File: config.mk
export PLATFORM = sky130hd
export DESIGN_NAME = fifo_ctrl_top
export DESIGN_NICKNAME = d
export VERILOG_FILES = /design/src/logic/fifo_ctrl_pkg.sv /design/src/logic/fifo_ctrl_top.sv /design/src/logic/fifo_flag_result.sv /design/src/logic/fifo_ptr_execute.sv /design/src/logic/fifo_req_decode.sv
export VERILOG_INCLUDE_DIRS = /design/src /design/src/logic
export SDC_FILE = /design/constraint.sdc
export NUM_CORES = 1
export LEC_CHECK = 0
export BUFFER_PORTS_ARGS = -buffer_cell sky130_fd_sc_hd__buf_4
export CORE_UTILIZATION = 40
export CTS_BUF_LIST = sky130_fd_sc_hd__clkbuf_8
export CTS_CLUSTER_DIAMETER = 40
export CTS_CLUSTER_SIZE = 12
export DETAILED_ROUTE_END_ITERATION = 8
export SETUP_SLACK_MARGIN = 0.05
export SLEW_MARGIN = 20
export SYNTH_ARGS = -nofsm -noshare
export SYNTH_HDL_FRONTEND = slang
export SYNTH_SLANG_ARGS = --single-unit
export TNS_END_PERCENT = 5
File: constraint.sdc
create_clock -name pos_clk -period 5.7 [get_ports pos_clk]
set_input_delay 1.14 -clock pos_clk [delete_from_list [all_inputs] [get_ports pos_clk]]
set_output_delay 1.14 -clock pos_clk [all_outputs]
set_load 0.1 [all_outputs]
File: src/logic/fifo_ctrl_cfg.svh
// depth, widths and flag thresholds, all fixed at compile time
// FIFO_CW must hold FIFO_DEPTH itself, FIFO_AW must hold FIFO_DEPTH-1
`ifndef FIFO_CTRL_CFG_SVH
`define FIFO_CTRL_CFG_SVH

// --------------------
// memory geometry
// --------------------
// addresses wrap explicitly, so any depth works
`define FIFO_DEPTH 16
`define FIFO_AW 4
// one bit more than the address, full count fits
`define FIFO_CW 5

// --------------------
// status thresholds
// --------------------
// afull at or above, aempty at or below
`define FIFO_AFULL_VAL 14
`define FIFO_AEMPTY_VAL 2

`endif
File: src/logic/fifo_ctrl_pkg.sv
// shared types of the FIFO controller
// widths come from the cfg header, edit them there
`include "fifo_ctrl_cfg.svh"

package fifo_ctrl_pkg;

   // accepted operation of one cycle
   // bit 0 is the write, bit 1 the read
   typedef enum logic [1:0] {
      FIFO_OP_IDLE  = 2'b00,
      FIFO_OP_WRITE = 2'b01,
      FIFO_OP_READ  = 2'b10,
      FIFO_OP_BOTH  = 2'b11
   } fifo_op_e;

   // memory address, 0 to depth-1
   typedef logic [`FIFO_AW-1:0] addr_t;

   // occupancy, 0 to depth inclusive
   typedef logic [`FIFO_CW-1:0] level_t;

endpackage

File: src/logic/fifo_ctrl_top.sv
// pointer and flag controller for an external single-clock FIFO memory
// stop-on-full and stop-on-empty, active high enables, no prefetch
module fifo_ctrl_top (
   input  logic                   pos_clk,
   input  logic                   aresetn,
   input  logic                   we_i,
   input  logic                   re_i,
   output fifo_ctrl_pkg::addr_t   mem_waddr_o,
   output fifo_ctrl_pkg::addr_t   mem_raddr_o,
   output logic                   mem_we_o,
   output logic                   mem_re_o,
   output fifo_ctrl_pkg::level_t  level_o,
   output logic                   full_o,
   output logic                   afull_o,
   output logic                   empty_o,
   output logic                   aempty_o,
   output logic                   wack_o,
   output logic                   dvld_o,
   output logic                   overflow_o,
   output logic                   underflow_o
);
   import fifo_ctrl_pkg::*;

   fifo_op_e op;
   logic     wr_refused;
   logic     rd_refused;
   level_t   level_next;

   // --------------------
   // decode
   // --------------------
   // full and empty loop back from the result stage
   fifo_req_decode u_decode (
      .we_i         (we_i),
      .re_i         (re_i),
      .full_i       (full_o),
      .empty_i      (empty_o),
      .op_o         (op),
      .wr_refused_o (wr_refused),
      .rd_refused_o (rd_refused)
   );

   // --------------------
   // execute
   // --------------------
   fifo_ptr_execute u_execute (
      .pos_clk      (pos_clk),
      .aresetn      (aresetn),
      .op_i         (op),
      .mem_waddr_o  (mem_waddr_o),
      .mem_raddr_o  (mem_raddr_o),
      .mem_we_o     (mem_we_o),
      .mem_re_o     (mem_re_o),
      .level_o      (level_o),
      .level_next_o (level_next)
   );

   // --------------------
   // result
   // --------------------
   fifo_flag_result u_result (
      .pos_clk      (pos_clk),
      .aresetn      (aresetn),
      .op_i         (op),
      .wr_refused_i (wr_refused),
      .rd_refused_i (rd_refused),
      .level_next_i (level_next),
      .full_o       (full_o),
      .afull_o      (afull_o),
      .empty_o      (empty_o),
      .aempty_o     (aempty_o),
      .wack_o       (wack_o),
      .dvld_o       (dvld_o),
      .overflow_o   (overflow_o),
      .underflow_o  (underflow_o)
   );

endmodule

File: src/logic/fifo_flag_result.sv
// registered status flags and single-cycle pulses
// thresholds are plain compares on the next level without hysteresis
`include "fifo_ctrl_cfg.svh"

module fifo_flag_result (
   input  logic                     pos_clk,
   input  logic                     aresetn,
   input  fifo_ctrl_pkg::fifo_op_e  op_i,
   input  logic                     wr_refused_i,
   input  logic                     rd_refused_i,
   input  fifo_ctrl_pkg::level_t    level_next_i,
   output logic                     full_o,
   output logic                     afull_o,
   output logic                     empty_o,
   output logic                     aempty_o,
   output logic                     wack_o,
   output logic                     dvld_o,
   output logic                     overflow_o,
   output logic                     underflow_o
);
   import fifo_ctrl_pkg::*;

   localparam level_t DEPTH_LVL  = level_t'(`FIFO_DEPTH);
   localparam level_t AFULL_LVL  = level_t'(`FIFO_AFULL_VAL);
   localparam level_t AEMPTY_LVL = level_t'(`FIFO_AEMPTY_VAL);

   logic wr_acc;
   logic rd_acc;

   // accepted halves of the opcode
   assign wr_acc = (op_i == FIFO_OP_WRITE) || (op_i == FIFO_OP_BOTH);
   assign rd_acc = (op_i == FIFO_OP_READ)  || (op_i == FIFO_OP_BOTH);

   // --------------------
   // status flags
   // --------------------
   // same edge as the level register so flags and level agree
   always_ff @(posedge pos_clk or negedge aresetn) begin
      if (!aresetn) begin
         full_o   <= 1'b0;
         afull_o  <= 1'b0;
         // empty after reset
         empty_o  <= 1'b1;
         aempty_o <= 1'b1;
      end else begin
         full_o   <= (level_next_i == DEPTH_LVL);
         afull_o  <= (level_next_i >= AFULL_LVL);
         empty_o  <= (level_next_i == '0);
         aempty_o <= (level_next_i <= AEMPTY_LVL);
      end
   end

   // --------------------
   // pulses
   // --------------------
   // one cycle after the access and high for one cycle per operation
   always_ff @(posedge pos_clk or negedge aresetn) begin
      if (!aresetn) begin
         wack_o      <= 1'b0;
         dvld_o      <= 1'b0;
         overflow_o  <= 1'b0;
         underflow_o <= 1'b0;
      end else begin
         wack_o      <= wr_acc;
         dvld_o      <= rd_acc;
         // a refused request changes nothing else
         overflow_o  <= wr_refused_i;
         underflow_o <= rd_refused_i;
      end
   end

   // a request is never both accepted and refused
   a_acc_refused: assert property (@(posedge pos_clk) disable iff (!aresetn)
      !(wr_acc && wr_refused_i) && !(rd_acc && rd_refused_i))
      else $error("request both accepted and refused");

endmodule

File: src/logic/fifo_ptr_execute.sv
// address counters and occupancy counter, one operation per cycle
// strobes are combinational from the opcode, addresses move on the next edge
`include "fifo_ctrl_cfg.svh"

module fifo_ptr_execute (
   input  logic                     pos_clk,
   input  logic                     aresetn,
   input  fifo_ctrl_pkg::fifo_op_e  op_i,
   output fifo_ctrl_pkg::addr_t     mem_waddr_o,
   output fifo_ctrl_pkg::addr_t     mem_raddr_o,
   output logic                     mem_we_o,
   output logic                     mem_re_o,
   output fifo_ctrl_pkg::level_t    level_o,
   output fifo_ctrl_pkg::level_t    level_next_o
);
   import fifo_ctrl_pkg::*;

   localparam addr_t LAST_ADDR = addr_t'(`FIFO_DEPTH - 1);

   // next address, explicit wrap for non power of two depths
   function automatic addr_t wrap_inc(input addr_t addr);
      if (addr == LAST_ADDR) begin
         return '0;
      end
      return addr + addr_t'(1);
   endfunction

   // --------------------
   // memory strobes
   // --------------------
   assign mem_we_o = (op_i == FIFO_OP_WRITE) || (op_i == FIFO_OP_BOTH);
   assign mem_re_o = (op_i == FIFO_OP_READ)  || (op_i == FIFO_OP_BOTH);

   // --------------------
   // address counters
   // --------------------
   // address shown is the one used this cycle
   always_ff @(posedge pos_clk or negedge aresetn) begin
      if (!aresetn) begin
         mem_waddr_o <= '0;
         mem_raddr_o <= '0;
      end else begin
         if (mem_we_o) begin
            mem_waddr_o <= wrap_inc(mem_waddr_o);
         end
         if (mem_re_o) begin
            mem_raddr_o <= wrap_inc(mem_raddr_o);
         end
      end
   end

   // --------------------
   // occupancy
   // --------------------
   // simultaneous read and write holds the level
   always_comb begin
      case (op_i)
         FIFO_OP_WRITE: level_next_o = level_o + level_t'(1);
         FIFO_OP_READ:  level_next_o = level_o - level_t'(1);
         default:       level_next_o = level_o;
      endcase
   end

   always_ff @(posedge pos_clk or negedge aresetn) begin
      if (!aresetn) begin
         level_o <= '0;
      end else begin
         level_o <= level_next_o;
      end
   end

   // decode gating must keep the count in range
   a_level_range: assert property (@(posedge pos_clk) disable iff (!aresetn)
      level_o <= level_t'(`FIFO_DEPTH))
      else $error("level above depth");

endmodule

File: src/logic/fifo_req_decode.sv
// request qualification for stop-on-full and stop-on-empty only
// full_i and empty_i must be the registered flags of the same cycle
module fifo_req_decode (
   input  logic                     we_i,
   input  logic                     re_i,
   input  logic                     full_i,
   input  logic                     empty_i,
   output fifo_ctrl_pkg::fifo_op_e  op_o,
   output logic                     wr_refused_o,
   output logic                     rd_refused_o
);
   import fifo_ctrl_pkg::*;

   logic wr_ok;
   logic rd_ok;

   // the only place the flags gate a request
   assign wr_ok = we_i & ~full_i;
   assign rd_ok = re_i & ~empty_i;

   // refused requests become error pulses downstream
   assign wr_refused_o = we_i & full_i;
   assign rd_refused_o = re_i & empty_i;

   // --------------------
   // opcode encode
   // --------------------
   always_comb begin
      case ({rd_ok, wr_ok})
         2'b01:   op_o = FIFO_OP_WRITE;
         2'b10:   op_o = FIFO_OP_READ;
         // both legal only when neither full nor empty
         2'b11:   op_o = FIFO_OP_BOTH;
         default: op_o = FIFO_OP_IDLE;
      endcase
   end

endmodule

==> metrics.yaml, run 1 <==
status: "complete, no violations"
ys_seq_elements: 21
diodes: 0
mostFrequentLayoutCells: "buf_4, dfrtp_1, nand2_1, ha_1, o21ai_0"
cts.htree.levels: 1
max-slew-margin-rel_pct: 66.1
ys_warn_count: 0
drtPass1Iterations: 4
synthesis.nets: 102
io_buffers: 26
synth_area_sq_um: 1040
drive_above_1_share_pct: 31.7
cts_tree: "yes"
io_pins: 27
max_cap_violations: 0
end_kind: "output pin"
hold_viol: 0
clk_pin_slew_ns: 0.07
grt.total_usage_pct: 16.3
num_vias: 793
hpwl_microns: 1490
place_ws_ns: 2.48
required_ns: 4.56
post-route-drc-count: 0
worst-path-max-fanout: 8
detail_route.vias_per_cell: 5.29
layout_min_cycle_time_ns: 3.18
drt-initial-drc-count: 17
syn_avg_cell_area_sq_um: 11.3
setup_ws_ns: 2.52
final_common_cell: "buf_4"
syn_to_final_growth_pct: 25.9
tightest_slew_ns: 0.507
antenna_found_initial: 0
grt_pass1_vias: 729
worstRegToRegCells: 9
final_antenna_net_count: 0
cts_setup_buffers: 0
grt_pass1_wl_microns: 3320
die_x_microns: 53.0
grt_max_degree: 22
holdPathStages: 1
cts_hold_buf: 0
syn_inst: 92
wl_per_cell_microns: 13.5
start_kind: "input pin"
clock.fmax_ghz: 0.315
fin_nets: 131
core_area_sq_um: 2480
crit_type: "input pin to output pin"
clockBufferDepth: 2
yosysSeqAreaShare_pct: 50.7
reg2reg_to: "u_result.aempty_o"
min_from: "u_result.full_o"
arrival_ns: 2.04
rows: 18
r2r_setup_slack_ns: 3.23
fin_crit_sh_pct: 55.8
initial_utilization_pct: 42.1
cts_buffers: 3
rsz0062_at_grt: "false"
insertion_delay_ns: 0.25
wirelength_microns: 2030
fillers: 228
dieArea_sq_um: 2810
hold_end: "u_result.overflow_o"
min_path_type: "flip-flop to flip-flop"
root_buffer: "clkbuf_8"
cts.repair.resized: 0
r2r-start: "u_result.full_o"
grt.overflow.total: 0
finalSetupViolCount: 0
clock_sinks: 21
gp_congestion: 0.727
tns_ns: 0
drv_slew: 0
synth_cell_type_count: 37
die_h_microns: 53.0
finClkSkew_ns: 0.00113
-- layout make-up --
type | count | area [sq um] | share of cell area [%]
Sequential cell | 21 | 528 | 40.2
Multi-Input combinational cell | 65 | 490 | 37.4
Timing Repair Buffer | 26 | 195 | 14.9
Clock buffer | 3 | 41.3 | 3.15
Tap cell | 30 | 37.5 | 2.86
Inverter | 4 | 15.0 | 1.14
Clock inverter | 1 | 5.00 | 0.381
-- critical path: stages --
cell     delay, ns
buf_4         0.08
nor2b_1       0.43
buf_4         0.39
-- synthesized netlist by cell type --
master     count  area, sq um
dfrtp_1       19          475
nand2_1        9         33.8
ha_1           6         75.1
o21ai_0        5         25.0
inv_1          4         15.0
nor2b_1        4         25.0
xnor2_1        4         35.0
a21oi_1        3         15.0
nand3_1        3         15.0
and2_1         2         12.5
dfstp_2        2         52.6
mux2i_1        2         20.0
nand4_1        2         12.5
nand4b_1       2         17.5
nor2_1         2         7.51
xor2_1         2         17.5
a2111oi_2      1         15.0
a21o_1         1         7.51
a21oi_2        1         8.76
a311oi_1       1         8.76
a31o_2         1         8.76
and4b_1        1         10.0
buf_2          1         5.00
clkbuf_1       1         3.75
mux2_2         1         11.3
nand2b_1       1         6.26
nand3b_1       1         7.51
nand4_2        1         12.5
nand4bb_1      1         11.3
nor3b_1        1         7.51
nor4b_1        1         8.76
o211a_1        1         10.0
o211ai_1       1         7.51
o21ai_1        1         5.00
o21bai_1       1         7.51
o311ai_1       1         8.76
xor2_2         1         16.3
-- state kept, by name, summed over array words and instances (netlist names) --
| name | count |
|---|---|
| u_result.empty_o | 1 |
| u_result.wack_o | 1 |
| u_execute.mem_waddr_o | 4 |
| u_result.afull_o | 1 |
| u_result.overflow_o | 1 |
| u_result.aempty_o | 1 |
| u_result.dvld_o | 1 |
| u_result.underflow_o | 1 |
| u_execute.mem_raddr_o | 4 |
| u_result.full_o | 1 |
| u_execute.level_o | 5 |
-- layer usage --
metal	track usage (%)	vias up	wire, microns
met5	0	-	0
met4	5.26	0	10
met3	3.45	2	71
met2	26.2	16	969
met1	21.7	391	975
li1	-	384	-
-- cell families (layout without fill, tap and decap cells) --
| logic type | count (synthesis) | count (layout) | synth area share, % |
|---|---|---|---|
| buffers and inverters | 6 | 34 | 2.28 |
| adders and majority gates | 6 | 6 | 7.20 |
| muxes | 3 | 3 | 3.00 |
| and+or+nand+nor | 31 | 31 | 18.0 |
| AOI/OAI and AO/OA | 18 | 18 | 12.2 |
| xor gates and xnor gates | 7 | 7 | 6.60 |
| DFF | 21 | 21 | 50.7 |
-- worst max-delay path by stage --
stage | start | end | slack [ns] | cells after the start
floorplan | re_i | mem_re_o | 2.33 | 2
global placement | we_i | u_result.afull_o | 2.50 | 10
detailed placement | we_i | u_result.aempty_o | 2.48 | 10
CTS | re_i | mem_re_o | 2.52 | 3
global route | re_i | mem_re_o | 2.45 | 3
finish | re_i | mem_re_o | 2.52 | 3
-- stage by stage --
stage,hold slack (ns),cell area [sq um],util (%),std cells
after CTS,0.509,1310,53.0,150
after floorplan,0.800,1040,-,92
after detailed placement,0.492,1270,51.1,146
final,0.505,1310,53.0,150
after global routing,0.535,1310,53.0,150
after global placement,0.507,1270,51.1,146
Power of run 1 is left out: the tool's default activity adds up to more than one toggle a clock period on the data nets, which glitch-free logic cannot reach.
==> run 2: changes to the inputs <==
PLACE_DENSITY = 0.66   (was default)
clock period = 2.6 ns   (was 5.7 ns; I/O delays follow)
==> metrics.yaml, run 2 (same netlist as run 1, synthesis figures left out) <==
max-slew-margin-rel_pct: 76.7  # +11 points
antenna_found_initial: 0  # unchanged
clk_pin_slew_ns: 0.08  # about the same
finalSetupViolCount: 0  # unchanged
min_path_type: "input pin to asynchronous set/reset pin"
start_kind: "flip-flop"
clock_sinks: 21  # unchanged
worstRegToRegCells: 9  # unchanged
drv_slew: 0  # unchanged
place_ws_ns: 0.0795  # -2.40 ns
cp_top_family: "flip-flops"
gp_congestion: 0.705  # -3.1%
multiInputGateArea_sq_um: 509  # +3.8%
crit_path_max_incr_delay_ns: 0.63  # +0.20 ns
final_common_cell: "buf_4"
mostFrequentLayoutCells: "buf_4, dfrtp_1, nand2_1, o21ai_0"
post-route-drc-count: 0  # unchanged
die_h_microns: 53.0  # unchanged
grt_pass1_vias: 692  # -5.1%
initial_utilization_pct: 42.1  # unchanged
io_pins: 27  # unchanged
hpwl_microns: 1510  # +1.1%
tns_ns: 0  # unchanged
reg_top3: "u_execute.level_o: 5 flops, u_execute.mem_raddr_o: 4 flops, u_execute.mem_waddr_o: 4 flops"
num_vias: 786  # -0.88%
dieArea_sq_um: 2810  # unchanged
fin_nets: 132  # +0.76%
tightest_slew_ns: 0.343  # -0.164 ns
detail_route.vias_per_cell: 5.21  # -1.5%
cts.htree.levels: 1  # unchanged
layout.cells.non_filler: 151  # +0.67%
drtPass1Iterations: 3  # -1
worst-path-max-fanout: 9  # +1
r2r_setup_slack_ns: 0.21  # -3.02 ns
insertion_delay_ns: 0.26  # about the same
largest_reg_flops: 5  # unchanged
rsz0062_at_grt: "false"
required_ns: 2.76  # -1.80 ns
crit_end: "u_result.aempty_o"
cts.repair.resized: 0  # unchanged
crit_start: "u_result.empty_o"
grt.overflow.total: 0  # unchanged
drt-initial-drc-count: 7  # -10
grt_max_degree: 22  # unchanged
end_kind: "flip-flop"
fin_crit_sh_pct: 91.8
wl_per_cell_microns: 13.2  # -2.4%
slowest_stage: "dfstp_4"
root_buffer: "clkbuf_8"
clockBufferDepth: 2  # unchanged
rows: 18  # unchanged
wirelength_microns: 1990  # -1.7%
setup_ws_ns: 0.212  # -2.31 ns
layout_min_cycle_time_ns: 2.39
syn_to_final_growth_pct: 29.2
r2r-start: "u_result.empty_o"
drive_above_1_share_pct: 37.2  # +5.5 points
cts_hold_buf: 0  # unchanged
io_buffers: 26  # unchanged
max_cap_violations: 0  # unchanged
worstPathCellList: "nor2b_2, ha_2, xor2_1, ha_2, a21oi_2, mux2i_1, xor2_1, inv_1, a2111oi_2"
hold_viol: 0  # unchanged
cts_tree: "yes"
crit_type: "flip-flop to flip-flop"
grt.total_usage_pct: 16.5  # +0.19 points
grt_pass1_wl_microns: 3240  # -2.3%
fillers: 233  # +2.2%
clock.fmax_ghz: 0.419
crit_buf_inv: 1  # -1
arrival_ns: 2.55  # +0.51 ns
critical_path_depth: 9  # +6
fin_util_pct: 54.3  # +1.4 points
top_register: "u_execute.level_o"
ff_latch_area_sq_um: 536  # +1.4%
finClkSkew_ns: 0.00271  # +0.00159 ns
status: "complete, no violations"
cts_buffers: 3  # unchanged
final_antenna_net_count: 0  # unchanged
dp.cells: 147  # +0.68%
diodes: 0  # unchanged
core_area_sq_um: 2480  # unchanged
die_x_microns: 53.0  # unchanged
reg2reg_to: "u_result.aempty_o"
cts_setup_buffers: 0  # unchanged
[run 2: cell types whose count changed in the layout (fill, tap and decap cells not counted), sizes merged]
cell,change
buf,+1
[run 2: metal layers]
| layer | up-vias | part of all wire, % | wire length (microns) | GRT usage [%] |
|---|---|---|---|---|
| li1 | 388 | - | - | - |
| met1 | 376 | 46 | 917 | 21.6 |
| met2 | 18 | 48 | 965 | 26.2 |
| met3 | 4 | 4.3 | 86 | 2.87 |
| met4 | 0 | 1.2 | 23 | 7.89 |
| met5 | - | 0 | 0 | 0 |
[run 2: stage by stage]
step	instance area [sq um]	hold WS (ns)
after floorplan	1070	0.224
after global placement	1300	0.418
after detailed placement	1300	0.420
after CTS	1350	0.133
after global routing	1350	0.138
final	1350	0.127
[run 2: worst min-delay path by stage]
| stage | slack (ns) | cells after the start | endpoint | startpoint |
|---|---|---|---|---|
| final | 0.13 | 1 | u_execute.mem_waddr_o[2] | aresetn |
| after detailed placement | 0.42 | 1 | u_execute.mem_waddr_o[2] | aresetn |
| after global routing | 0.14 | 1 | u_execute.mem_waddr_o[2] | aresetn |
| after global placement | 0.42 | 1 | u_execute.mem_waddr_o[3] | aresetn |
| after CTS | 0.13 | 1 | u_execute.mem_waddr_o[2] | aresetn |
| after floorplan | 0.22 | 0 | u_execute.level_o[0] | aresetn |
[run 2: area by class of cell]
class	count	area share, %
clock inverters	1	0.372
flip-flops and latches	21	39.8
inverters	4	1.12
multi-input cells	65	37.8
repair buffers	27	15.1
clock buffers	3	3.07
well taps	30	2.79
Power of run 2 is left out for the same reason.
==> run 3: changes to the inputs <==
ABC_AREA = 1   (was default)
GPL_ROUTABILITY_DRIVEN = 0   (was default)
HOLD_SLACK_MARGIN = 0.02   (was default)
PLACE_DENSITY = 0.65   (was 0.66)
==> metrics.yaml, run 3 <==
status: "complete, no violations"
synth.area.top_cells: "dfrtp_1, nand2_1, ha_1"
max_cap_violations: 0  # unchanged
dp.cells: 178  # +21%
crit_type: "flip-flop to flip-flop"
wirelength_microns: 2020  # +1.6%
end_kind: "flip-flop"
rows: 18  # unchanged
yosysSeqAreaShare_pct: 49.0  # -1.6 points
synth_top_cell_area_share_pct: 44.1  # -1.5 points
finalSetupViolCount: 0  # unchanged
detail_route.vias_per_cell: 4.74  # -9.0%
largest_reg_flops: 5  # unchanged
final_common_cell: "nand2_1"
synthesis.nets: 132  # +29%
max-slew-margin-rel_pct: 80.4  # +3.6 points
final_antenna_net_count: 0  # unchanged
drive_above_1_share_pct: 32.9  # -4.3 points
grt_pass1_wl_microns: 3370  # +4.0%
die_x_microns: 53.9  # +1.6%
rsz0062_at_grt: "false"
ys.flop_type: "dfrtp_1"
syn_inst: 122  # +33%
drt-initial-drc-count: 12  # +5
tns_ns: 0  # unchanged
syn_to_final_growth_pct: 26.2
cp_top_family: "simple AND/OR/NAND/NOR gates"
grt.overflow.total: 0  # unchanged
hold_viol: 0  # unchanged
synth.most_common_cell: "nand2_1"
initial_utilization_pct: 43.1  # +1.0 points
hpwl_microns: 1600  # +6.1%
reg_top3: "u_execute.level_o: 5 flops, u_execute.mem_raddr_o: 4 flops, u_execute.mem_waddr_o: 4 flops"
tightest_slew_ns: 0.292  # -0.0512 ns
grt_pass1_vias: 782  # +13%
cts.repair.resized: 0  # unchanged
min_path_type: "input pin to asynchronous set/reset pin"
crit_path_frequent_cell: "nand2_1"
root_buffer: "clkbuf_8"
antenna_found_initial: 0  # unchanged
crit_buf_inv: 2  # +1
post-route-drc-count: 0  # unchanged
cts_buffers: 3  # unchanged
ys_warn_count: 0  # unchanged
whs_ns: 0.134  # +0.00780 ns
die_h_microns: 53.9  # +1.6%
fin_crit_sh_pct: 81.1  # -11 points
core_area_sq_um: 2500  # +0.91%
fillers: 226  # -3.0%
required_ns: 2.78  # +0.02 ns
synth_commonest_cells: "nand2_1, dfrtp_1, inv_1, nor2_1, ha_1"
grt.total_usage_pct: 16.7  # +0.19 points
cts_tree: "yes"
clk_pin_slew_ns: 0.07  # about the same
layout_min_cycle_time_ns: 2.11  # -0.279 ns
synth_edf_count: 0  # unchanged
mostFrequentLayoutCells: "nand2_1, buf_4, dfrtp_1, inv_1, nor2_1"
top_register: "u_execute.level_o"
start_kind: "flip-flop"
synth_top_area_cell: "dfrtp_1"
fin_nets: 163  # +23%
drtPass1Iterations: 4  # +1
grt_max_degree: 22  # unchanged
insertion_delay_ns: 0.25  # about the same
finClkSkew_ns: 0.00164  # -0.00107 ns
drv_slew: 0  # unchanged
wl_per_cell_microns: 11.1  # -16%
syn_avg_cell_area_sq_um: 8.83  # -22%
slowest_stage: "dfrtp_2"
io_pins: 27  # unchanged
synth_area_sq_um: 1080  # +3.4%
layout.cells.non_filler: 182  # +21%
synth_cell_type_count: 22  # -41%
clockBufferDepth: 2  # unchanged
placed_cell_area_sq_um: 1320  # +1.2%
design_area_sq_um: 1360  # +1.0%
async_reset_ff_share_pct: 100  # unchanged
io_buffers: 26  # unchanged
worstPathCellList: "or2_1, ha_1, nor2_1, nor2_2, ha_1, inv_1, nand2_1, nand3_2, nand2_1, nand2_1, nand3_2, o21ai_2, inv_2, nor2_1"
clock_sinks: 21  # unchanged
cts.htree.levels: 1  # unchanged
diodes: 0  # unchanged
dieArea_sq_um: 2900  # +3.2%
cts_hold_buf: 0  # unchanged
num_vias: 862  # +9.7%
cts_setup_buffers: 0  # unchanged
crit_path_max_incr_delay_ns: 0.41  # -0.22 ns
ys_seq_elements: 21  # unchanged
arrival_ns: 2.29  # -0.26 ns
worst-path-max-fanout: 6  # -3
clock.fmax_ghz: 0.474  # +13%
run 3: changes by cell type after synthesis, sizes merged, moves of 3 or more:
cell   delta
inv      +13
nand3     +7
nor2     +11
xor2      -3
nor2b     -4
o21ai     -3
nand2    +28
run 3: worst register-to-register path: stages, from the launching register on:
cell,delay [ns]
dfrtp_2,0.41
or2_1,0.25
ha_1,0.29
nor2_1,0.17
nor2_2,0.07
ha_1,0.17
inv_1,0.06
nand2_1,0.09
nand3_2,0.09
nand2_1,0.05
nand2_1,0.06
nand3_2,0.06
o21ai_2,0.10
inv_2,0.06
nor2_1,0.12
run 3: final timing paths:
kind	start	end	slack [ns]	cells past startpoint
max in group asynchronous	aresetn	u_result.empty_o	2.20	1
min in group pos_clk	re_i	u_result.underflow_o	0.46	3
worst min register to register	u_result.full_o	u_result.overflow_o	0.49	2
worst max-delay path	u_result.full_o	u_result.empty_o	0.49	14
worst max register to register	u_result.full_o	u_result.empty_o	0.49	14
worst min-delay path	aresetn	u_execute.mem_waddr_o[2]	0.13	1
run 3: cell families (layout without fill, tap and decap cells):
family | after synthesis | count (layout) | share of synthesized area, %
simple gates | 66 | 66 | 30.3
flops | 21 | 21 | 49.0
buf+inv | 18 | 48 | 6.27
fa+ha+maj | 6 | 6 | 6.97
compound gates | 6 | 6 | 3.37
xor+xnor | 5 | 5 | 4.06
run 3: cell type report:
type,instances,area (sq um),area share (%)
Inverter,17,63.8,4.69
Sequential cell,21,529,38.9
Clock inverter,1,3.75,0.276
Tap cell,30,37.5,2.76
Multi-Input combinational cell,83,482,35.4
Clock buffer,3,41.3,3.04
Timing Repair Buffer,27,203,14.9
run 3: per-stage QoR:
stage	worst slack [ns]	utilization, %
floorplan	0.233	-
global placement	0.330	52.6
detailed placement	0.286	52.6
CTS	0.487	54.4
global route	0.273	54.4
finish	0.492	54.4
run 3: metal layers:
| layer | share of wire, % | track usage [%] | vias up | wire length [microns] |
|---|---|---|---|---|
| met2 | 49 | 27.8 | 18 | 1000 |
| met1 | 45 | 21.0 | 400 | 907 |
| met4 | 0.54 | 2.63 | 0 | 11 |
| met3 | 5.0 | 5.93 | 2 | 102 |
| met5 | 0 | 0 | - | 0 |
| li1 | - | - | 442 | - |
Power of run 3 is left out for the same reason.
